File: config.mk
export PLATFORM = sky130hd
export DESIGN_NAME = vrf_port_seq
export DESIGN_NICKNAME = d
export VERILOG_FILES = /design/src/rtl/vrf_cfg_pkg.sv /design/src/rtl/vrf_msg_pkg.sv /design/src/rtl/vrf_port_seq.sv
export SDC_FILE = /design/constraint.sdc
export NUM_CORES = 1
export LEC_CHECK = 0
export BUFFER_PORTS_ARGS = -buffer_cell sky130_fd_sc_hd__buf_2
export CAP_MARGIN = 20
export CORE_AREA = 10 10 201 203
export CTS_CLUSTER_SIZE = 20
export DETAILED_ROUTE_END_ITERATION = 8
export DIE_AREA = 0 0 211 213
export SKIP_LAST_GASP = 1
export SYNTH_ARGS = -nofsm -noshare
export SYNTH_HDL_FRONTEND = slang
export SYNTH_SLANG_ARGS = --single-unit
File: constraint.sdc
create_clock -name clk -period 6.25 [get_ports clk]
set_input_delay 0.9375 -clock clk [delete_from_list [all_inputs] [get_ports clk]]
set_output_delay 0.9375 -clock clk [all_outputs]
set_load 0.02 [all_outputs]
File: src/rtl/vrf_cfg_pkg.sv
package vrf_cfg_pkg;

  // default geometry, the top level hands these down as module parameters
  parameter int VLEN_DEF       = 128;  // bits per vector register
  parameter int DATA_WIDTH_DEF = 32;   // bits per storage beat
  parameter int ADDR_WIDTH_DEF = 5;    // 32 vector registers
  parameter int PORTS_DEF      = 3;    // sequencers and storage ports

  // request tag, echoed back on the response
  parameter int TAG_WIDTH = 4;

  // field widths of the message structs
  // these follow the defaults, not the per-instance parameters
  parameter int MASK_WIDTH = VLEN_DEF / 8;  // one enable per byte of a vector
  parameter int BEATS_DEF  = VLEN_DEF / DATA_WIDTH_DEF;
  parameter int BIDX_WIDTH = (BEATS_DEF > 1) ? $clog2(BEATS_DEF) : 1;
  parameter int STRB_WIDTH = DATA_WIDTH_DEF / 8;  // one enable per byte of a beat

endpackage

File: src/rtl/vrf_msg_pkg.sv
package vrf_msg_pkg;

  typedef enum logic {
    VRF_RD = 1'b0,
    VRF_WR = 1'b1
  } vrf_op_e;

  // whole-vector request from the requester
  typedef struct packed {
    vrf_op_e                                 op;
    logic [vrf_cfg_pkg::TAG_WIDTH-1:0]       tag;
    logic [vrf_cfg_pkg::ADDR_WIDTH_DEF-1:0]  vreg;
    logic [vrf_cfg_pkg::MASK_WIDTH-1:0]      mask;   // byte enables, writes only
    logic [vrf_cfg_pkg::VLEN_DEF-1:0]        wdata;
  } vrf_req_t;

  // one response per request
  typedef struct packed {
    vrf_op_e                            op;
    logic [vrf_cfg_pkg::TAG_WIDTH-1:0]  tag;
    logic [vrf_cfg_pkg::VLEN_DEF-1:0]   rdata;  // zero for writes
  } vrf_rsp_t;

  // one beat from a sequencer to its storage port
  typedef struct packed {
    logic                                    en;
    logic                                    we;
    logic [vrf_cfg_pkg::ADDR_WIDTH_DEF-1:0]  vreg;
    logic [vrf_cfg_pkg::BIDX_WIDTH-1:0]      idx;   // which word of the vector
    logic [vrf_cfg_pkg::STRB_WIDTH-1:0]      strb;
    logic [vrf_cfg_pkg::DATA_WIDTH_DEF-1:0]  data;
  } vrf_beat_t;

endpackage

File: src/rtl/vrf_port_seq.sv
`timescale 1ns/10ps

module vrf_port_seq #(
  parameter int VLEN       = vrf_cfg_pkg::VLEN_DEF,
  parameter int DATA_WIDTH = vrf_cfg_pkg::DATA_WIDTH_DEF,
  parameter int ADDR_WIDTH = vrf_cfg_pkg::ADDR_WIDTH_DEF
) (
  input  logic                     clk,
  input  logic                     rst,
  input  vrf_msg_pkg::vrf_req_t    slot_req,
  input  logic                     slot_valid,
  output logic                     slot_ready,
  output logic                     busy,
  output logic [ADDR_WIDTH-1:0]    busy_vreg,
  output vrf_msg_pkg::vrf_beat_t   beat,
  input  logic [DATA_WIDTH-1:0]    rd_data,
  output vrf_msg_pkg::vrf_rsp_t    done_rsp,
  output logic                     done_valid,
  input  logic                     done_ready
);

  import vrf_msg_pkg::*;

  localparam int BEATS      = VLEN / DATA_WIDTH;
  localparam int BEAT_BITS  = (BEATS > 1) ? $clog2(BEATS) : 1;
  localparam int BEAT_BYTES = DATA_WIDTH / 8;

  typedef enum logic [1:0] {
    IDLE,
    ISSUE,    // one beat per cycle
    LAST_RD,  // last read word is on rd_data
    DONE      // waiting for the collector
  } seq_state_e;

  seq_state_e                         state;
  vrf_req_t                           req_q;
  logic [BEAT_BITS-1:0]               idx;
  logic                               last_beat;
  logic                               rd_vld;  // rd_data carries a word for us this cycle
  logic [BEAT_BITS-1:0]               rd_idx;
  logic [BEATS-1:0][DATA_WIDTH-1:0]   gather;
  logic [BEATS-1:0][DATA_WIDTH-1:0]   rd_vec;

  assign last_beat = (idx == BEAT_BITS'(BEATS - 1));

  // current beat, sliced out of the latched request
  always_comb begin
    beat.en   = (state == ISSUE);
    beat.we   = (req_q.op == VRF_WR);
    beat.vreg = req_q.vreg;
    beat.idx  = idx;
    beat.strb = req_q.mask[idx*BEAT_BYTES +: BEAT_BYTES];
    beat.data = req_q.wdata[idx*DATA_WIDTH +: DATA_WIDTH];
  end

  always_ff @(posedge clk or negedge rst) begin
    if (!rst) begin
      state  <= IDLE;
      idx    <= '0;
      rd_vld <= 1'b0;
      rd_idx <= '0;
    end else begin
      rd_vld <= beat.en && !beat.we;  // storage answers one cycle later
      rd_idx <= idx;
      case (state)
        IDLE: begin
          if (slot_valid) begin
            state <= ISSUE;
          end
        end
        ISSUE: begin
          idx <= last_beat ? '0 : idx + 1'b1;
          if (last_beat) begin
            state <= (req_q.op == VRF_WR) ? DONE : LAST_RD;
          end
        end
        LAST_RD: state <= done_ready ? IDLE : DONE;
        DONE: begin
          if (done_ready) begin
            state <= IDLE;
          end
        end
        default: state <= IDLE;
      endcase
    end
  end

  always_ff @(posedge clk) begin
    if (state == IDLE && slot_valid) begin
      req_q <= slot_req;
    end
    if (rd_vld) begin
      gather[rd_idx] <= rd_data;
    end
  end

  // last word bypasses the gather register so the response is not a cycle late
  always_comb begin
    rd_vec = gather;
    if (rd_vld) begin
      rd_vec[rd_idx] = rd_data;
    end
  end

  assign done_rsp.op    = req_q.op;
  assign done_rsp.tag   = req_q.tag;
  assign done_rsp.rdata = (req_q.op == VRF_WR) ? '0 : rd_vec;

  assign done_valid = (state == LAST_RD) || (state == DONE);
  assign slot_ready = (state == IDLE);
  assign busy       = (state != IDLE);  // held until the response is taken
  assign busy_vreg  = req_q.vreg[ADDR_WIDTH-1:0];

endmodule

# Yosys cells after proc, flatten, opt, wreduce, memory -nomap -nowiden
# Cells that the tools add are included.
dict set report totals {
  regBits 289
  inputBits 190
}
dict set report op_classes {
  add_sub_neg 1
  magnitude_cmp 2
  eq_ne 7
  shift 2
  muxes 12
  n_reduce_logical 8
}
# op count
set ops {}
lappend ops {{$mux 128} 2}
lappend ops {{$bwmux 128} 1}
lappend ops {{$shiftx 128x8->32} 1}
lappend ops {{$demux 32 s2} 1}
lappend ops {{$mux 32} 1}
lappend ops {{$shiftx 16x5->4} 1}
lappend ops {{$mux 2} 5}
lappend ops {{$pmux 2 s4} 1}
lappend ops {{$eq 2x2->1 const B} 3}
lappend ops {{$ne 2x2->1 const B} 2}
lappend ops {{$logic_and 1x1->1} 3}
lappend ops {{$lt 2x3->1 const B} 1}
lappend ops {{$reduce_and 3->1} 1}
lappend ops {{$add 2x1->2 const B} 1}
lappend ops {{$eq 2x1->1 const B} 1}
lappend ops {{$ge 2x1->1 const B} 1}
lappend ops {{$logic_not 2->1} 1}
lappend ops {{$ne 2x1->1 const B} 1}
lappend ops {{$reduce_bool 2->1} 1}
lappend ops {{$logic_not 1->1} 1}
lappend ops {{$logic_or 1x1->1} 1}
lappend ops {{$mux 1} 1}

# Depth between registers and ports, before layout
# Gate-level depths: netlist (run 1).
dict set report depth {
  ltp_word 7
  mapped_depth 5
  mapped_depth_nobuf 3
}

# Worst setup path after synthesis (run 1)
# No wires, ideal clock.
dict set report synth_timing {
  path_type {register to register}
  from {register state[1]}
  to {register req_q, in the netlist beat[43], enable pin}
  setup_time_ns 0.532
  t_arrival_ns 4.500
  slack_ns 1.217
  path_stages_with_launch 4
  n_path_buf 0
  period_less_slack_ns 5.033
  cell_sequence {dfrtp_1 or2_2 inv_1 and2_1}
}
dict set report synth_via {
  elab_chain_len 2
}
# element line_no
set synth_lines {}
lappend synth_lines {{from (decl)} vrf_port_seq.sv:35} ;# seq_state_e state;
lappend synth_lines {{from (signal assigned)} vrf_port_seq.sv:74} ;# state <= (req_q.op == VRF_WR) ? DONE : LAST_RD;
lappend synth_lines {{from (signal assigned)} vrf_port_seq.sv:77} ;# LAST_RD: state <= done_ready ? IDLE : DONE;
lappend synth_lines {{$logic_not 2->1} --}
lappend synth_lines {{named net slot_ready} vrf_port_seq.sv:12} ;# output logic slot_ready,
lappend synth_lines {{$logic_and 1x1->1} vrf_port_seq.sv:89} ;# if (state == IDLE && slot_valid) begin
lappend synth_lines {{to (signal assigned)} vrf_port_seq.sv:90} ;# req_q <= slot_req;
lappend synth_lines {{to (decl)} vrf_port_seq.sv:36} ;# vrf_req_t req_q;
# The timed path passes the listed nets, and every way through them passes these cells.
# A chain may end at the register's enable or synchronous reset.

==> metrics.md, run 1 <==
| Metric | Value |
|---|---|
| Run status | `finished, final reports clean` |
| Reg2reg path depth | `4` |
| Cell Count, Final, Fillers Out | `1,676` |
| Final HPWL DP | `25.3 mm` |
| Largest net degree at the start of global routing | `98` |
| R2R Path End | `done_rsp[128]$_DFFE_PP_` |
| Flops & latches, synth | `289` |
| Final slew viol count | `0` |
| RSZ-0062 raised after global routing | `no` |
| Antenna Nets Post-Route | `0` |
| Critical-path cell list | `or3b_4 > buf_4 > mux2i_1 > buf_2` |
| Synth area leaders | `edfxtp_1 37%, dfxtp_1 20%, mux2i_1 10%` |
| Vias | `7,894` |
| Height of the die | `213 µm` |
| First-pass GRT wire length | `52.2 mm` |
| Drt pass-1 iters | `4` |
| Final Power | `0.00817 W` |
| Synthesis-to-finish area growth | `26.3%` |
| CP arrival | `2.77 ns` |
| Post-synth net total | `1,022` |
| Vias per std cell | `4.71` |
| Slowest cell on the critical path | `or3b_4` |
| Launch point of the worst reg-to-reg path | `state[1]$_DFFE_PN0P_` |
| Crit path launch | `rd_vld$_DFF_PN0_` |
| Initial drt markers | `337` |
| Critical path class | `reg -> out` |
| I/O Buffers | `375` |
| Static Leak | `7.13 nW` |
| Top cell type's share of synthesized area | `36.9%` |
| # DRC | `0` |
| CTS buffer count | `35` |
| Total die area | `44,900 µm²` |
| Final Critical Period | `3.71 ns` |
| Placed Instances | `1,616` |
| Hold Fails Final Rpt | `0` |
| Routed wire length | `34.5 mm` |
| Worst Path Max Fanout | `42` |
| Setup Viol. Count Final | `0` |
| Hold Crit Class | `in -> async` |
| Max_cap viols | `0` |
| Placer Congestion | `0.791` |
| EDFF count, synth | `154` |
| Synth cell count leaders | `161 x nand2b_1, 154 x edfxtp_1, 128 x dfxtp_1, 128 x mux2i_1, 102 x mux2_2` |
| Total grt overflow | `0` |
| FP Rows | `70` |
| Die X | `211 µm` |
| Maximum clock frequency | `270 MHz` |
| CP startpoint kind | `register` |
| TritonCTS clock tree | `yes` |
| Avg Inst Size Synth | `15.1 µm²` |
| Post-CTS Setup Inserts | `0` |
| VDD IR max | `0.276 mV` |
| Core Area | `36,300 µm²` |
| CTS resizes | `0` |
| Cells after Synth | `831` |
| Cell taking the most area after synthesis | `edfxtp_1` |
| CP endpoint kind | `output pin` |
| Ys Warns | `0` |
| Final worst-path cycle share | `59.3%` |
| Mapped cell area | `12,500 µm²` |
| Reg clk slew, reported paths | `0.06 ns` |
| Critical path's largest stage delay | `0.84 ns` |
| H-tree Lvls | `2` |
| Worst-margin pin slew | `0.963 ns` |
| Util after Layout | `43.6%` |
| Worst Path Required | `5.31 ns` |
| Vias in the first global route | `8,632` |
| CTS Hold Bufs | `0` |
| All-Layer GR Usage | `15.0%` |
| CTS Sinks | `289` |
| Initial Util | `34.6%` |
| Fraction of layout cells with a size suffix above 1 | `50.7%` |
| Top-level I/O count | `376` |
| Setup TNS | `0 ns` |
| PD cells | `516 nW/µm²` |
| Post-synth ARST share | `2.42%` |
| CTS Root Cell | `clkbuf_16` |
| Routed len/inst | `20.6 µm` |
| Clk Latency, worst-skew pair | `0.52 ns` |
| Headroom to the max-slew limit | `35.8%` |
| Main synth FF type | `edfxtp_1` |
| Worst clock skew | `0.0189 ns` |
| Synth unique cells | `26` |
| Most common cell in the synthesized netlist | `nand2b_1` |
| Register-to-register setup slack | `3.69 ns` |
| Final nets | `1,376` |
| Clock buffer depth | `3` |
| Seq/Total Area, Yosys | `58.8%` |
| Initial antenna violation count | `9` |
-- logic make-up after synthesis --
logic type                 after synthesis  synth area share (%)
AOI/OAI and AO/OA                        2                 0.140
DFF                                    289                  58.8
and+or+nand+nor                        173                  8.65
adders and majority gates                1                0.0999
buffers and inverters                   72                  3.13
muxes                                  294                  29.2
-- state kept, by name (all words and copies together), names as in the netlist --
register,flops
idx,2
state,2
rd_idx,2
req_q,144
done_rsp,4
busy_vreg,5
rd_vld,1
gather,128
beat,1
-- layer usage --
metal | GRT usage [%] | part of all wire, %
met1 | 17.9 | 41
met2 | 24.2 | 47
met3 | 6.98 | 11
met4 | 3.10 | 1.2
met5 | 0 | 0.28
-- per-stage QoR --
stage	cell area (µm²)	worst slack, ns	hold WS, ns
after CTS	15800	2.41	0.223
after detailed placement	14700	2.99	0.469
after global routing	15800	2.33	0.233
final	15800	2.54	0.248
after floorplan	12500	1.22	0.458
after global placement	14700	3.06	0.463
-- cells in the final DEF, fill, tap and decap left out, types with 3 or more instances in the layout --
| cell type | synthesis | layout |
|---|---|---|
| clkinv_2 | 0 | 5 |
| mux4_2 | 36 | 36 |
| clkinv_1 | 0 | 3 |
| dfxtp_1 | 128 | 128 |
| edfxtp_1 | 154 | 154 |
| mux2_4 | 28 | 28 |
| bufinv_16 | 0 | 3 |
| mux2i_1 | 128 | 128 |
| dfrtp_1 | 7 | 5 |
| buf_2 | 28 | 375 |
| clkbuf_16 | 0 | 36 |
| nand2b_1 | 161 | 161 |
| buf_4 | 17 | 13 |
| clkbuf_1 | 20 | 6 |
| mux2_2 | 102 | 102 |
| inv_6 | 0 | 4 |
-- critical path: cells and delay by family, from the launching register on --
family | cells | cell delay [ns]
and+or+nand+nor | 1 | 0.84
DFF | 1 | 0.41
buffers and inverters | 2 | 0.71
muxes | 1 | 0.26
-- power breakdown --
part	switching (W)	total [W]	leakage, nW	internal [W]
registers	0.000307	0.00300	2.58	0.00270
clock network	0.000760	0.00195	0.543	0.00119
logic	0.00179	0.00322	4.01	0.00143
total	0.00286	0.00817	7.13	0.00531
-- how the worst max path moves through the flow --
stage / end / slack, ns / depth (start not counted)
6_report: done_rsp[6] / 2.54 / 4
5_1_grt: done_rsp[2] / 2.33 / 4
4_1_cts: done_rsp[6] / 2.41 / 4
3_5_place_dp: done_rsp[6] / 2.99 / 4
3_3_place_gp: done_rsp[2] / 3.06 / 4
2_1_floorplan: beat[43]$_DFFE_PP_ / 1.22 / 3
-- layout make-up --
cell class,count,area [µm²]
antenna,2,5.00
clock buffer,43,937
clock inverter,15,161
fill,3358,20400
inverter,1,3.75
multi-input combinational,470,4790
sequential,289,7360
tap,468,586
timing repair buffer,388,1970
Power figures use the tool's default switching activity.
==> run 2, diff against run 1 <==
==> constraint.sdc (replaced) <==
create_clock -name clk -period 2.99 [get_ports clk]
set_input_delay 0.4485 -clock clk [delete_from_list [all_inputs] [get_ports clk]]
set_output_delay 0.4485 -clock clk [all_outputs]
set_load 0.02 [all_outputs]
==> run 2 against run 1 <==
- sequential power is 110% higher
- cell count up 0.72%
- flip-flop and latch count unchanged
- clock skew down 0.0035 ns
- first-iteration DRC count fell by 3.0%
- sequential share of layout area shrank 0.77 points
- hold slack worse by 0.15 ns
==> metrics.md, run 2 (synthesized netlist as in run 1, its figures left out) <==
| Metric | Value |
|---|---|
| Reg clk slew, reported paths | `0.06 ns` |
| Static Leak | `7.24 nW` |
| H-tree Lvls | `2` |
| Post-CTS Setup Inserts | `0` |
| Final slew viol count | `0` |
| Worst Path Required | `2.54 ns` |
| CTS Sinks | `289` |
| Clk Latency, worst-skew pair | `0.51 ns` |
| RSZ-0062 raised after global routing | `no` |
| Initial Util | `34.6%` |
| Final worst-path cycle share | `94.4%` |
| CP startpoint kind | `register` |
| Fill cells | `3,343` |
| Initial antenna violation count | `13` |
| VDD IR max | `0.595 mV` |
| Routed len/inst | `20.1 µm` |
| CTS resizes | `0` |
| Worst clock skew | `0.0154 ns` |
| PD cells | `1080 nW/µm²` |
| All-Layer GR Usage | `14.7%` |
| Total die area | `44,900 µm²` |
| Height of the die | `213 µm` |
| Vias | `7,883` |
| CP endpoint kind | `output pin` |
| Top-level I/O count | `376` |
| Max_cap viols | `0` |
| Core Area | `36,300 µm²` |
| Clock buffer depth | `3` |
| Run status | `finished, final reports clean` |
| Initial drt markers | `327` |
| Placer Congestion | `0.799` |
| CTS buffer count | `34` |
| Setup Viol. Count Final | `0` |
| Vias per std cell | `4.67` |
| Worst Path Max Fanout | `26` |
| Setup TNS | `0 ns` |
| Util after Layout | `44.4%` |
| Fraction of layout cells with a size suffix above 1 | `51.0%` |
| Worst-margin pin slew | `0.657 ns` |
| CTS Hold Bufs | `1` |
| Design Area, Final | `16,100 µm²` |
| Hold Crit Class | `in -> reg` |
| Commonest non-fill, non-tap cell in the layout | `buf_2` |
| CTS Root Cell | `clkbuf_16` |
| First-pass GRT wire length | `51.4 mm` |
| Dpl cell area | `14,900 µm²` |
| # DRC | `0` |
| I/O Buffers | `375` |
| Die X | `211 µm` |
| FP Rows | `70` |
| Synthesis-to-finish area growth | `28.4%` |
| Vias in the first global route | `8,598` |
| Drt pass-1 iters | `4` |
| Largest net degree at the start of global routing | `94` |
| Antenna Nets Post-Route | `0` |
| Final HPWL DP | `25.2 mm` |
| Reg with most FFs | `req_q` |
| Final nets | `1,380` |
| Commonest cells after routing, fill and taps aside | `375 x buf_2, 161 x nand2b_1, 154 x edfxtp_1` |
| Total grt overflow | `0` |
| Routed wire length | `33.9 mm` |
| Final Critical Period | `2.82 ns` |
| Headroom to the max-slew limit | `56.2%` |
| TritonCTS clock tree | `yes` |
| Maximum clock frequency | `354 MHz` |
| Hold Fails Final Rpt | `0` |
| CP arrival | `2.37 ns` |
| Critical path class | `reg -> out` |
| Max reg flops | `144` |
-- run 2: metrics by stage --
stage / power [W] / setup WS (ns) / hold WS [ns] / cells
2_1_floorplan: 0.0110 / 0.488 / 0.153 / 831
3_3_place_gp: 0.0132 / 0.710 / 0.295 / 1620
3_5_place_dp: 0.0133 / 0.685 / 0.300 / 1620
4_1_cts: 0.0177 / 0.124 / 0.0648 / 1683
5_1_grt: 0.0185 / 0.0335 / 0.0672 / 1684
6_report: 0.0175 / 0.168 / 0.0983 / 1688
-- run 2: metal layers --
metal  global-route usage (%)  vias up  wire (µm)
li1                         -     3748          -
met1                     17.9     3758      14000
met2                     23.5      308      15800
met3                     6.64       57       3480
met4                     3.57       12        585
met5                        0        -         69
-- run 2: report_power, final --
| part | total [W] | internal (W) | switching, W |
|---|---|---|---|
| combinational | 0.00685 | 0.00307 | 0.00378 |
| sequential | 0.00622 | 0.00563 | 0.000591 |
| clock | 0.00438 | 0.00272 | 0.00166 |
| total | 0.0175 | 0.0114 | 0.00603 |
-- run 2: final timing paths --
| check | slack [ns] | cells after the start | startpoint | to |
|---|---|---|---|---|
| min reg2reg | 0.47 | 0 | idx[1]$_DFFE_PN0N_ | rd_idx[1]$_DFF_PN0_ |
| min | 0.1 | 1 | slot_req[40] | req_q[40]$_DFFE_PP_ |
| max | 0.17 | 4 | rd_vld$_DFF_PN0_ | done_rsp[6] |
| min in group asynchronous | 0.37 | 2 | rst | state[0]$_DFFE_PN0P_ |
| max in group asynchronous | 2.44 | 2 | rst | idx[1]$_DFFE_PN0N_ |
| max reg2reg | 0.90 | 4 | rd_vld$_DFF_PN0_ | gather[20]$_DFF_P_ |
-- run 2: critical path, cell delays in order, from the launching register on --
cell	delay (ns)
dfrtp_1	0.42
or3b_4	0.67
buf_4	0.36
mux2i_1	0.21
buf_2	0.18
-- run 2: cell type report --
type / instances / area [µm²] / area share, %
Multi-Input combinational cell: 470 / 4790 / 29.8
Sequential cell: 289 / 7360 / 45.8
Antenna cell: 5 / 12.5 / 0.0778
Tap cell: 468 / 586 / 3.64
Timing Repair Buffer: 393 / 2130 / 13.2
Clock inverter: 17 / 241 / 1.50
Clock buffer: 45 / 963 / 5.99
Inverter: 1 / 3.75 / 0.0233
