===== config.mk =====
export PLATFORM = sky130hd
export DESIGN_NAME = vrf_collect
export DESIGN_NICKNAME = d
export VERILOG_FILES = /design/src/rtl/vrf_cfg_pkg.sv /design/src/rtl/vrf_msg_pkg.sv /design/src/rtl/vrf_collect.sv
export SDC_FILE = /design/constraint.sdc
export NUM_CORES = 1
export LEC_CHECK = 0
export ABC_AREA = 1
export BUFFER_PORTS_ARGS = -buffer_cell sky130_fd_sc_hd__buf_2
export CORE_AREA = 10 10 203 205
export CTS_CLUSTER_SIZE = 28
export DETAILED_ROUTE_END_ITERATION = 8
export DIE_AREA = 0 0 213 215
export GPL_TIMING_DRIVEN = 0
export SLEW_MARGIN = 10
export SYNTH_ARGS = -nofsm -noshare
export SYNTH_HDL_FRONTEND = slang
export SYNTH_SLANG_ARGS = --single-unit

===== constraint.sdc =====
create_clock -name clk -period 8.35 [get_ports clk]
set_clock_uncertainty 0.05 [all_clocks]
set_input_delay 0.835 -clock clk [delete_from_list [all_inputs] [get_ports clk]]
set_output_delay 0.835 -clock clk [all_outputs]
set_load 0.01 [all_outputs]

===== src/rtl/vrf_cfg_pkg.sv =====
package vrf_cfg_pkg;

  // default geometry, the top level hands these down as module parameters
  parameter int VLEN_DEF       = 128;  // bits per vector register
  parameter int DATA_WIDTH_DEF = 32;   // bits per storage beat
  parameter int ADDR_WIDTH_DEF = 5;    // 32 vector registers
  parameter int PORTS_DEF      = 3;    // sequencers and storage ports

  // request tag, echoed back on the response
  parameter int TAG_WIDTH = 4;

  // field widths of the message structs
  // these follow the defaults, not the per-instance parameters
  parameter int MASK_WIDTH = VLEN_DEF / 8;  // one enable per byte of a vector
  parameter int BEATS_DEF  = VLEN_DEF / DATA_WIDTH_DEF;
  parameter int BIDX_WIDTH = (BEATS_DEF > 1) ? $clog2(BEATS_DEF) : 1;
  parameter int STRB_WIDTH = DATA_WIDTH_DEF / 8;  // one enable per byte of a beat

endpackage


===== src/rtl/vrf_msg_pkg.sv =====
package vrf_msg_pkg;

  typedef enum logic {
    VRF_RD = 1'b0,
    VRF_WR = 1'b1
  } vrf_op_e;

  // whole-vector request from the requester
  typedef struct packed {
    vrf_op_e                                 op;
    logic [vrf_cfg_pkg::TAG_WIDTH-1:0]       tag;
    logic [vrf_cfg_pkg::ADDR_WIDTH_DEF-1:0]  vreg;
    logic [vrf_cfg_pkg::MASK_WIDTH-1:0]      mask;   // byte enables, writes only
    logic [vrf_cfg_pkg::VLEN_DEF-1:0]        wdata;
  } vrf_req_t;

  // one response per request
  typedef struct packed {
    vrf_op_e                            op;
    logic [vrf_cfg_pkg::TAG_WIDTH-1:0]  tag;
    logic [vrf_cfg_pkg::VLEN_DEF-1:0]   rdata;  // zero for writes
  } vrf_rsp_t;

  // one beat from a sequencer to its storage port
  typedef struct packed {
    logic                                    en;
    logic                                    we;
    logic [vrf_cfg_pkg::ADDR_WIDTH_DEF-1:0]  vreg;
    logic [vrf_cfg_pkg::BIDX_WIDTH-1:0]      idx;   // which word of the vector
    logic [vrf_cfg_pkg::STRB_WIDTH-1:0]      strb;
    logic [vrf_cfg_pkg::DATA_WIDTH_DEF-1:0]  data;
  } vrf_beat_t;

endpackage


===== src/rtl/vrf_collect.sv =====
`timescale 1ns/10ps

module vrf_collect #(
  parameter int PORTS = vrf_cfg_pkg::PORTS_DEF
) (
  input  logic                   clk,
  input  logic                   rst,
  input  vrf_msg_pkg::vrf_rsp_t  done_rsp [PORTS],
  input  logic [PORTS-1:0]       done_valid,
  output logic [PORTS-1:0]       done_ready,
  output vrf_msg_pkg::vrf_rsp_t  rsp,
  output logic                   rsp_valid,
  input  logic                   rsp_ready
);

  localparam int PTR_W = (PORTS > 1) ? $clog2(PORTS) : 1;

  logic [PTR_W-1:0] last_pick;
  logic [PTR_W-1:0] pick;
  logic             any_done;
  logic             take;

  // round-robin over finished lanes
  always_comb begin
    int cand;
    pick     = last_pick;
    any_done = 1'b0;
    for (int k = 1; k <= PORTS; k++) begin
      cand = (int'(last_pick) + k) % PORTS;
      if (!any_done && done_valid[cand]) begin
        any_done = 1'b1;
        pick     = PTR_W'(cand);
      end
    end
  end

  // output register is empty or drains this cycle
  assign take = any_done && (!rsp_valid || rsp_ready);

  genvar i;
  generate
    for (i = 0; i < PORTS; i++) begin : g_ready
      assign done_ready[i] = take && (pick == PTR_W'(i));
    end
  endgenerate

  always_ff @(posedge clk or negedge rst) begin
    if (!rst) begin
      rsp_valid <= 1'b0;
      last_pick <= PTR_W'(PORTS - 1);
    end else begin
      if (take) begin
        rsp_valid <= 1'b1;
        last_pick <= pick;
      end else if (rsp_ready) begin
        rsp_valid <= 1'b0;
      end
    end
  end

  always_ff @(posedge clk) begin
    if (take) begin
      rsp <= done_rsp[pick];
    end
  end

endmodule


* Word-level counts from Yosys, hierarchy flattened
Index checks and enable logic that the tools add are counted.
** Storage, ports and cells
- Flip-flop bits (word level) :: 136
- Bits in writable memories :: 0
- ROM bits :: 0
- Bits of input ports :: 405
- Bits in latches :: 0
- Memories :: 0
- Logic and storage cells :: 50
** Operators by class
- $lt $le $gt $ge :: 4
- Add/sub/neg operators :: 3
- Div/mod/pow operators :: 3
- Shift operators :: 0
- Reductions and logical operators :: 12
- Multipliers :: 0
- Bitwise gates (word level) :: 1
- Eq/ne operators :: 2
- Mux-type cells :: 20
** Operators with widths (count)
- $bmux 133 s2 :: 1
- $mux 133 :: 2
- $lt 32x4->1 const B :: 3
- $mod 32x3->32 const B :: 3
- $mux 1 :: 11
- $add 2x2->3 const B :: 2
- $bmux 1 s2 :: 3
- $logic_and 1x1->1 :: 6
- $mux 2 :: 3
- $add 2x1->3 const B :: 1
- $ge 3x3->1 const B :: 1
- $logic_not 1->1 :: 3
- $not 2->3 :: 1
- $eq 2x1->1 const B :: 1
- $eq 2x2->1 const B :: 1
- $logic_not 2->1 :: 1
- $reduce_bool 2->1 :: 1
- $logic_or 1x1->1 :: 1

* Longest topological paths before layout
Gate-level depths: netlist of the first run.
- Depth in word-level cells :: 16
- Gate-level depth with buffers :: 15
- Mapped depth without buffers :: 13

* Worst setup path before layout of the first run
Ideal clock, no wire load.
- Kind :: reg2out
- From :: register last_pick[0]
- To :: output done_ready[1]
- Stages on the path, launching flop included :: 12
- Buffers on the path :: 0
- Arrival :: 4.444 ns
- Data required time :: 7.465 ns
- Path slack :: 3.021 ns
- Cell sequence :: dfrtp_1 inv_1 ha_1 inv_2 nand2_1 nand3_2 nand2_4 nand4_1 nand2_1 inv_1 nand3_1 nor2_1
** On the way
- Longest elaborated chain between the ends :: 14
- Elaborated cells between the ends (all ways) :: 28
** RTL lines
- start, declared :: line vrf_collect.sv:18 : logic [PTR_W-1:0] last_pick;
- start signal, assigned :: line vrf_collect.sv:50 : last_pick <= PTR_W'(PORTS - 1);
- start signal, assigned :: line vrf_collect.sv:54 : last_pick <= pick;
- $add 2x1->3 :: line vrf_collect.sv:29 : cand = (int'(last_pick) + k) % PORTS;
- $mod 32x3->32 :: line vrf_collect.sv:29
- $bmux 1 s2 :: line vrf_collect.sv:30 : if (!any_done && done_valid[cand]) begin
- $mux 1 (implied by the code) (2 in a row) :: line vrf_collect.sv:30
- $mux 1 :: line vrf_collect.sv:30
- $logic_not 1->1 :: line vrf_collect.sv:30
- $logic_and 1x1->1 :: line vrf_collect.sv:30
- $mux 1 :: line vrf_collect.sv:30
- $logic_not 1->1 :: line vrf_collect.sv:30
- $logic_and 1x1->1 :: line vrf_collect.sv:30
- $mux 1 (*) :: line vrf_collect.sv:30
- $logic_and 1x1->1 (*) :: line vrf_collect.sv:38 : assign take = any_done && (!rsp_valid || rsp_ready);
- named net take :: line vrf_collect.sv:21 : logic take;
- $logic_and 1x1->1 (*) :: line vrf_collect.sv:43 : assign done_ready[i] = take && (pick == PTR_W'(i));
- end, declared :: line vrf_collect.sv:10 : output logic [PORTS-1:0] done_ready,
The timed path passes the listed nets; every way through them passes the cells marked *. The select of a mux whose other input is x is not followed.

* Final worst setup path of the first run
- From :: register last_pick[0]
- To :: output done_ready[1]
** On the way
- Longest elaborated chain between the ends :: 14
- Elaborated cells between the ends (all ways) :: 28
** RTL lines (line)
- $add 2x1->3 :: vrf_collect.sv:29
- $mod 32x3->32 :: vrf_collect.sv:29
- $bmux 1 s2 :: vrf_collect.sv:30
- $mux 1 (implied by the code) (2 in a row) :: vrf_collect.sv:30
- $mux 1 :: vrf_collect.sv:30
- $logic_not 1->1 :: vrf_collect.sv:30
- $logic_and 1x1->1 :: vrf_collect.sv:30
- $mux 1 :: vrf_collect.sv:30
- $logic_not 1->1 :: vrf_collect.sv:30
- $logic_and 1x1->1 :: vrf_collect.sv:30
- $mux 2 or $mux 1 (tied branches) :: vrf_collect.sv:30
- $eq 2x1->1 or $logic_and 1x1->1 (tied branches) :: vrf_collect.sv:43, vrf_collect.sv:38
- $logic_and 1x1->1 (*) :: vrf_collect.sv:43
Every way passes the cells marked *; elsewhere a longest branch is shown, timed or not. The select of a mux whose other input is x is not followed.

==> results.toml, run 1 <==
[setup_path]
reg2regPathDepth = 14
critPathArrivalTime_ns = 3.51
r2r-start = "last_pick[0]"
crit_chain = "inv_1, ha_1, inv_2, nand2_1, nand3_2, nand2_4, nand3_1, nand3_1, nand2_1, buf_2, buf_2, nand3_1, nor2_1, buf_2"
start_kind = "flop"
cpPeakStageDelay_ns = 0.47
critPathMaxFanout = 10
crit_slowest_cell = "nand2_1"
rr_endpoint = "rsp[100]"
r2r_setup_slack_ns = 4.93
end_kind = "output pin"
path_class = "flop to output pin"
required_ns = 7.47

[power_and_ir_drop]
p_sw_mw = 4.371
swShare = 0.5362
power_density_nw_per_um2 = 623.1
p_clk_frac = 0.101
seqPwrFrac = 0.210
ir_worst_vdd_v = 0.0004396
power_leakage_nw = 7.426
internal_power_mw = 3.781
pwr-share-comb = 0.690

[global_route]
overflow = 0
grt_max_degree = 94
grt_pass1_wl_microns = 68180
grt_usage = 0.1980
first_global_vias = 11030
antenna_found_initial = 17

[floorplanning]
ios = 542
die_area_sq_um = 45800
fp.coreArea_sq_um = 37220
die_w_microns = 213
start_util = 0.2449
rows = 71
fp.dieH_microns = 215

[clocking]
cts_setup_buffers = 0
root_buffer = "clkbuf_16"
cts_made_buffers = 17
cts_tree = "yes"
htree_num_levels = 4
cts_buffer_depth = 2
cts_resized = 0
clock_sinks = 136
worstSkewPairLatency_ns = 0.45
path_clk_slew_ns = 0.06
hold_buffers = 0

[cells_and_area]
drive_above_1_share = 0.3509
final_nets = 2214
layout_common_cells = "586 x buf_2, 547 x nand3_1, 275 x inv_1, 160 x nand2_1, 133 x edfxtp_1"
design_area_sq_um = 13080
fill_cells = 4051
area_growth_pct = 43.51
final_common_cell = "buf_2"

[synth]
yosys_warnings = 0
synth_cell_types = 23
synth_seq_area_share = 0.4465
synthArstFlopShare = 0.02206
synth-edff-count = 133
syn_area_sq_um = 9116
syn_nets = 1653
synth_cells = 1244
synth-main-ff-cell = "edfxtp_1"
synth_seq_cells = 136
avgSynthCellArea_sq_um = 7.328

[sta]
setup_tns_ns = 0
fmaxAchievable_mhz = 227.5
finalSetupViolations = 0
slew_headroom = 0.5604
fin_crit_sh = 0.5264
finalCriticalPeriod_ns = 4.396
final-hold-violation-count = 0
grt_setup_unrepaired = "no"
slew_violations = 0
worstMarginPinSlew_ns = 0.6579

[status]
status = "complete, no violations"

[route]
via_per_inst = 4.724
routedWlPerCell_microns = 20.38
wl_met3_microns = 4967
dr_wl_met2_microns = 22920
wl_met1_microns = 17270
drt-pass1-iter-count = 5
drcViolationCount = 0
drtIter0Drc = 779
vias = 10870
wl_microns = 46880
ant_nets = 0
routed.top_layer = "met5"

[placement]
io_buffer_count = 541
dp_hpwl_microns = 37880
dpl_cell_area_sq_um = 12450
gp_congestion = 0.9668

[job]
cap_violations = 0

[min_path]
hp-class = "primary input to async pin"
[worst max-delay path: cells and delay by family, from the launching register on]
family / cells / cell delay, ns
flip-flops: 1 / 0.42
adder cells (fa/ha/maj): 1 / 0.38
AND/OR/NAND/NOR: 8 / 1.18
buffers and inverters: 5 / 1.05
[Yosys cell counts (2+ instances only)]
| cell type | n | share of area |
|---|---|---|
| nand3_1 | 547 | 0.30 |
| inv_1 | 276 | 0.11 |
| nand2_1 | 160 | 0.066 |
| edfxtp_1 | 133 | 0.44 |
| buf_2 | 45 | 0.025 |
| clkbuf_1 | 39 | 0.016 |
| buf_1 | 9 | 0.0037 |
| ha_1 | 4 | 0.0055 |
| inv_2 | 4 | 0.0016 |
| nor2_1 | 4 | 0.0016 |
| buf_6 | 3 | 0.0037 |
| nand2_2 | 3 | 0.0021 |
| o21ai_0 | 3 | 0.0016 |
| buf_4 | 2 | 0.0016 |
| dfrtp_1 | 2 | 0.0055 |
| nand3_2 | 2 | 0.0022 |
| o21ai_2 | 2 | 0.0019 |
[sequential cells by signal, summed over array words and instances (netlist names)]
| name | cells |
|---|---|
| rsp | 133 |
| last_pick | 2 |
| rsp_valid | 1 |
[cell type report]
type,instances,area [sq um],share of cell area
Inverter,280,1059,0.08091
Clock inverter,14,181.4,0.01387
Antenna cell,8,20.02,0.001530
Sequential cell,136,4070,0.3111
Multi-Input combinational cell,730,3541,0.2707
Tap cell,474,593.1,0.04533
Timing Repair Buffer,542,2735,0.2091
Clock buffer,18,429.2,0.03280
Buffer,98,454.2,0.03472
[worst max-delay path by stage]
stage                              from            end  slack (ns)  cells after the start
final                      last_pick[0]  done_ready[1]        3.95                     14
after global routing       last_pick[0]  done_ready[1]        3.66                     14
after CTS                  last_pick[0]  done_ready[1]        3.85                     14
after detailed placement  done_valid[2]  done_ready[1]        4.32                     12
after global placement    done_valid[2]  done_ready[1]         1.0                     10
after floorplan            last_pick[0]  done_ready[1]        3.02                     11
[per-stage QoR]
step | setup WS, ns | instances | power [mW] | hold slack (ns) | util
floorplan | 3.021 | 1244 | 5.325 | 0.4763 | -
global placement | 0.9953 | 2259 | 7.405 | 0.4427 | 0.3336
detailed placement | 4.325 | 2260 | 7.412 | 0.4427 | 0.3345
CTS | 3.846 | 2292 | 8.244 | 0.07682 | 0.3509
global route | 3.661 | 2293 | 8.872 | 0.09089 | 0.3510
finish | 3.954 | 2300 | 8.152 | 0.1133 | 0.3515
[power by group through the flow]
stage,Sequential [mW],Combinational (mW),Clock [mW]
6_report,1.71,5.62,0.820
5_1_grt,1.74,6.27,0.859
4_1_cts,1.72,5.69,0.837
3_5_place_dp,1.73,5.69,0
3_3_place_gp,1.79,5.61,0
2_1_floorplan,1.93,3.39,0
[cell families after synthesis]
group / count (synthesis) / synth area share
AOI/OAI and AO/OA: 5 / 0.003568
DFF: 136 / 0.4465
adders and majority gates: 4 / 0.005490
and+or+nand+nor: 721 / 0.3794
buffers and inverters: 378 / 0.1651
[routing by layer]
| metal | up-vias | global-route usage |
|---|---|---|
| met5 | - | 0 |
| met4 | 20 | 0.08879 |
| met3 | 83 | 0.07481 |
| met2 | 570 | 0.3390 |
| met1 | 4985 | 0.2117 |
| li1 | 5208 | - |
No activity file was read; power rests on OpenSTA's default activity.
==> inputs of run 2 (changes only) <==
Settings changed: ABC_AREA 1 to 0, CORE_AREA 10 10 203 205 to 10 10 202 204, DIE_AREA 0 0 213 215 to 0 0 212 214.
Clock period 8.35 ns to 4.6 ns, I/O delays scaled along.
==> run 2 against run 1 <==
  * Cell count decreased by 20%
  * Combinational power increased by 39%
  * Via count decreased by 18%
  * Register-to-register slack got worse by 4.2 ns
  * Largest cell class unchanged
==> results.toml, run 2 <==
[status]
status = "complete, no violations"

[power_and_ir_drop]
p_clk_frac = 0.117
swShare = 0.5103
p_sw_mw = 6.209
pwr-share-comb = 0.643
internal_power_mw = 5.959
ir_worst_vdd_v = 0.0004440
power_density_nw_per_um2 = 1081
seqPwrFrac = 0.240
power_leakage_nw = 5.140

[global_route]
grt_usage = 0.1696
antenna_found_initial = 1
grt_pass1_wl_microns = 57460
first_global_vias = 8974
overflow = 0
grt_max_degree = 58

[cells_and_area]
top_register = "rsp"
drive_above_1_share = 0.4500
layout_common_cells = "578 x buf_2, 271 x nand2_1, 135 x a21oi_1, 133 x a31oi_1, 133 x edfxtp_1"
largestRegisters = "rsp x133, last_pick x2, rsp_valid x1"
final_common_cell = "buf_2"
largest_register_ffs = 133
design_area_sq_um = 11260
final_nets = 1768
fill_cells = 3964
area_growth_pct = 54.28
fin_cells = 1846

[placement]
gp_congestion = 0.9926
io_buffer_count = 541
dp_hpwl_microns = 33190
numPlacedInstances = 1813
dpl_cell_area_sq_um = 10660

[setup_path]
r2r-start = "last_pick[1]"
critPathMaxFanout = 10
cpPeakStageDelay_ns = 0.56
end_kind = "output pin"
reg2regPathDepth = 10
crit_slowest_cell = "dfstp_2"
critPathArrivalTime_ns = 3.70
crit_chain = "inv_1, ha_1, mux2i_1, mux2i_1, nor4_1, a311o_1, buf_2, buf_2, clkbuf_1, nor2_1, buf_2"
r2r_setup_slack_ns = 0.72
required_ns = 4.09
path_class = "flop to output pin"
rr_endpoint = "rsp[12]"
cp_common_cell = "buf_2"
start_kind = "flop"

[synth]
yosys.area.top_type = "edfxtp_1"
synth_cell_types = 38
synth_cells = 796
synth_top_area_share = 0.5474
synthArstFlopShare = 0.02206
synth_seq_area_share = 0.5579
syn_nets = 1205
yosys_warnings = 0
synth-edff-count = 133
avgSynthCellArea_sq_um = 9.166
synth_seq_cells = 136
yosysMostFrequentCell = "nand2_1"
synthTopCellsByCount = "271 x nand2_1, 135 x a21oi_1, 133 x a31oi_1, 133 x edfxtp_1, 37 x buf_2"
synth.area.top_cells = "edfxtp_1 55%, nand2_1 14%, a31oi_1 11%"
synth-main-ff-cell = "edfxtp_1"
syn_area_sq_um = 7296

[sta]
slew_violations = 0
fmaxAchievable_mhz = 237.8
fin_crit_sh = 0.9142
setup_tns_ns = 0
finalSetupViolations = 0
whs_ns = 0.2787
final-hold-violation-count = 0
slew_headroom = 0.2233
grt_setup_unrepaired = "no"
finalCriticalPeriod_ns = 4.206
worstMarginPinSlew_ns = 1.165

[floorplanning]
fp.coreArea_sq_um = 37040
start_util = 0.1969
die_area_sq_um = 45370
fp.dieH_microns = 214
die_w_microns = 212
ios = 542
rows = 71

[job]
cap_violations = 0

[min_path]
hp-class = "primary input to flop"
whs_path_depth = 3
min_from = "rsp_ready"
whs_endpoint = "rsp_valid"

[clocking]
root_buffer = "clkbuf_16"
path_clk_slew_ns = 0.06
cts_made_buffers = 17
worstSkewPairLatency_ns = 0.43
cts_setup_buffers = 0
cts_buffer_depth = 2
cts_tree = "yes"
cts_resized = 0
hold_buffers = 1
htree_num_levels = 4
clock_sinks = 136

[route]
drt-pass1-iter-count = 6
via_per_inst = 4.809
wl_microns = 41000
routedWlPerCell_microns = 22.21
ant_nets = 0
drcViolationCount = 0
vias = 8878
drtIter0Drc = 648
==> run 2: cell count changes in the layout (fill, tap and decap cells not counted), sizes merged, moves of 3 or more <==
| cell | previous run | this run |
|---|---|---|
| nand3 | 550 | 2 |
| mux2i | 0 | 3 |
| buf | 601 | 588 |
| clkbuf | 57 | 48 |
| a21oi | 0 | 137 |
| mux2 | 0 | 3 |
| diode | 8 | 1 |
| a31oi | 0 | 133 |
| inv | 280 | 7 |
| nand2 | 164 | 271 |
==> run 2: how the worst max path moves through the flow <==
stage	from	to	slack (ns)	cells past startpoint
after floorplan	last_pick[1]	done_ready[0]	0.52	7
after global placement	last_pick[1]	done_ready[0]	-0.79	8
after detailed placement	last_pick[1]	rsp[9]	0.80	10
after CTS	last_pick[1]	done_ready[2]	0.33	11
after global routing	last_pick[1]	done_ready[2]	0.06	11
final	last_pick[1]	done_ready[2]	0.39	11
==> run 2: routing by layer <==
layer  share of wire  GRT usage  up-vias  routed length (microns)
li1                -          -     4031                        -
met1            0.38     0.1864     4187                    15470
met2            0.49     0.2937      608                    20150
met3            0.11    0.06343       52                     4461
met4           0.022    0.05586        0                      916
met5               0          0        -                        0
==> run 2: area by class of cell <==
| type | instances | area [sq um] | area share |
|---|---|---|---|
| Multi-Input combinational cell | 581 | 2875 | 0.2554 |
| Clock buffer | 19 | 432.9 | 0.03846 |
| Sequential cell | 136 | 4070 | 0.3616 |
| Timing Repair Buffer | 544 | 2773 | 0.2463 |
| Buffer | 74 | 339.1 | 0.03012 |
| Antenna cell | 1 | 2.502 | 0.0002223 |
| Inverter | 5 | 18.77 | 0.001667 |
| Tap cell | 474 | 593.1 | 0.05269 |
| Clock inverter | 12 | 151.4 | 0.01345 |
==> run 2: cell families after synthesis <==
kind of cell / count (synthesis) / synth area share
compound gates: 283 / 0.2243
fa+ha+maj: 4 / 0.006860
buf+inv: 79 / 0.04905
flops: 136 / 0.5579
mux: 6 / 0.009260
simple gates: 288 / 0.1526
==> run 2: critical path, delay by kind of cell, from the launching register on <==
kind	cells	cell delay, ns
AOI/OAI and AO/OA	1	0.15
adders and majority gates	1	0.29
buffers and inverters	5	1.40
DFF	1	0.56
muxes	2	0.47
and+or+nand+nor	2	0.39
==> run 2: metrics by stage <==
stage / power [mW] / util / worst slack (ns)
3_5_place_dp: 10.80 / 0.2877 / 0.8039
2_1_floorplan: 7.534 / - / 0.5226
6_report: 12.17 / 0.3038 / 0.3945
3_3_place_gp: 10.69 / 0.2861 / -0.7862
5_1_grt: 12.99 / 0.3038 / 0.06219
4_1_cts: 12.25 / 0.3038 / 0.3253
==> run 2: power groups by stage <==
stage | clock network [mW] | logic (mW) | registers, mW
final | 1.42 | 7.82 | 2.92
after global routing | 1.51 | 8.49 | 2.98
after CTS | 1.46 | 7.86 | 2.93
after detailed placement | 0 | 7.85 | 2.95
after global placement | 0 | 7.71 | 2.99
after floorplan | 0 | 4.22 | 3.32
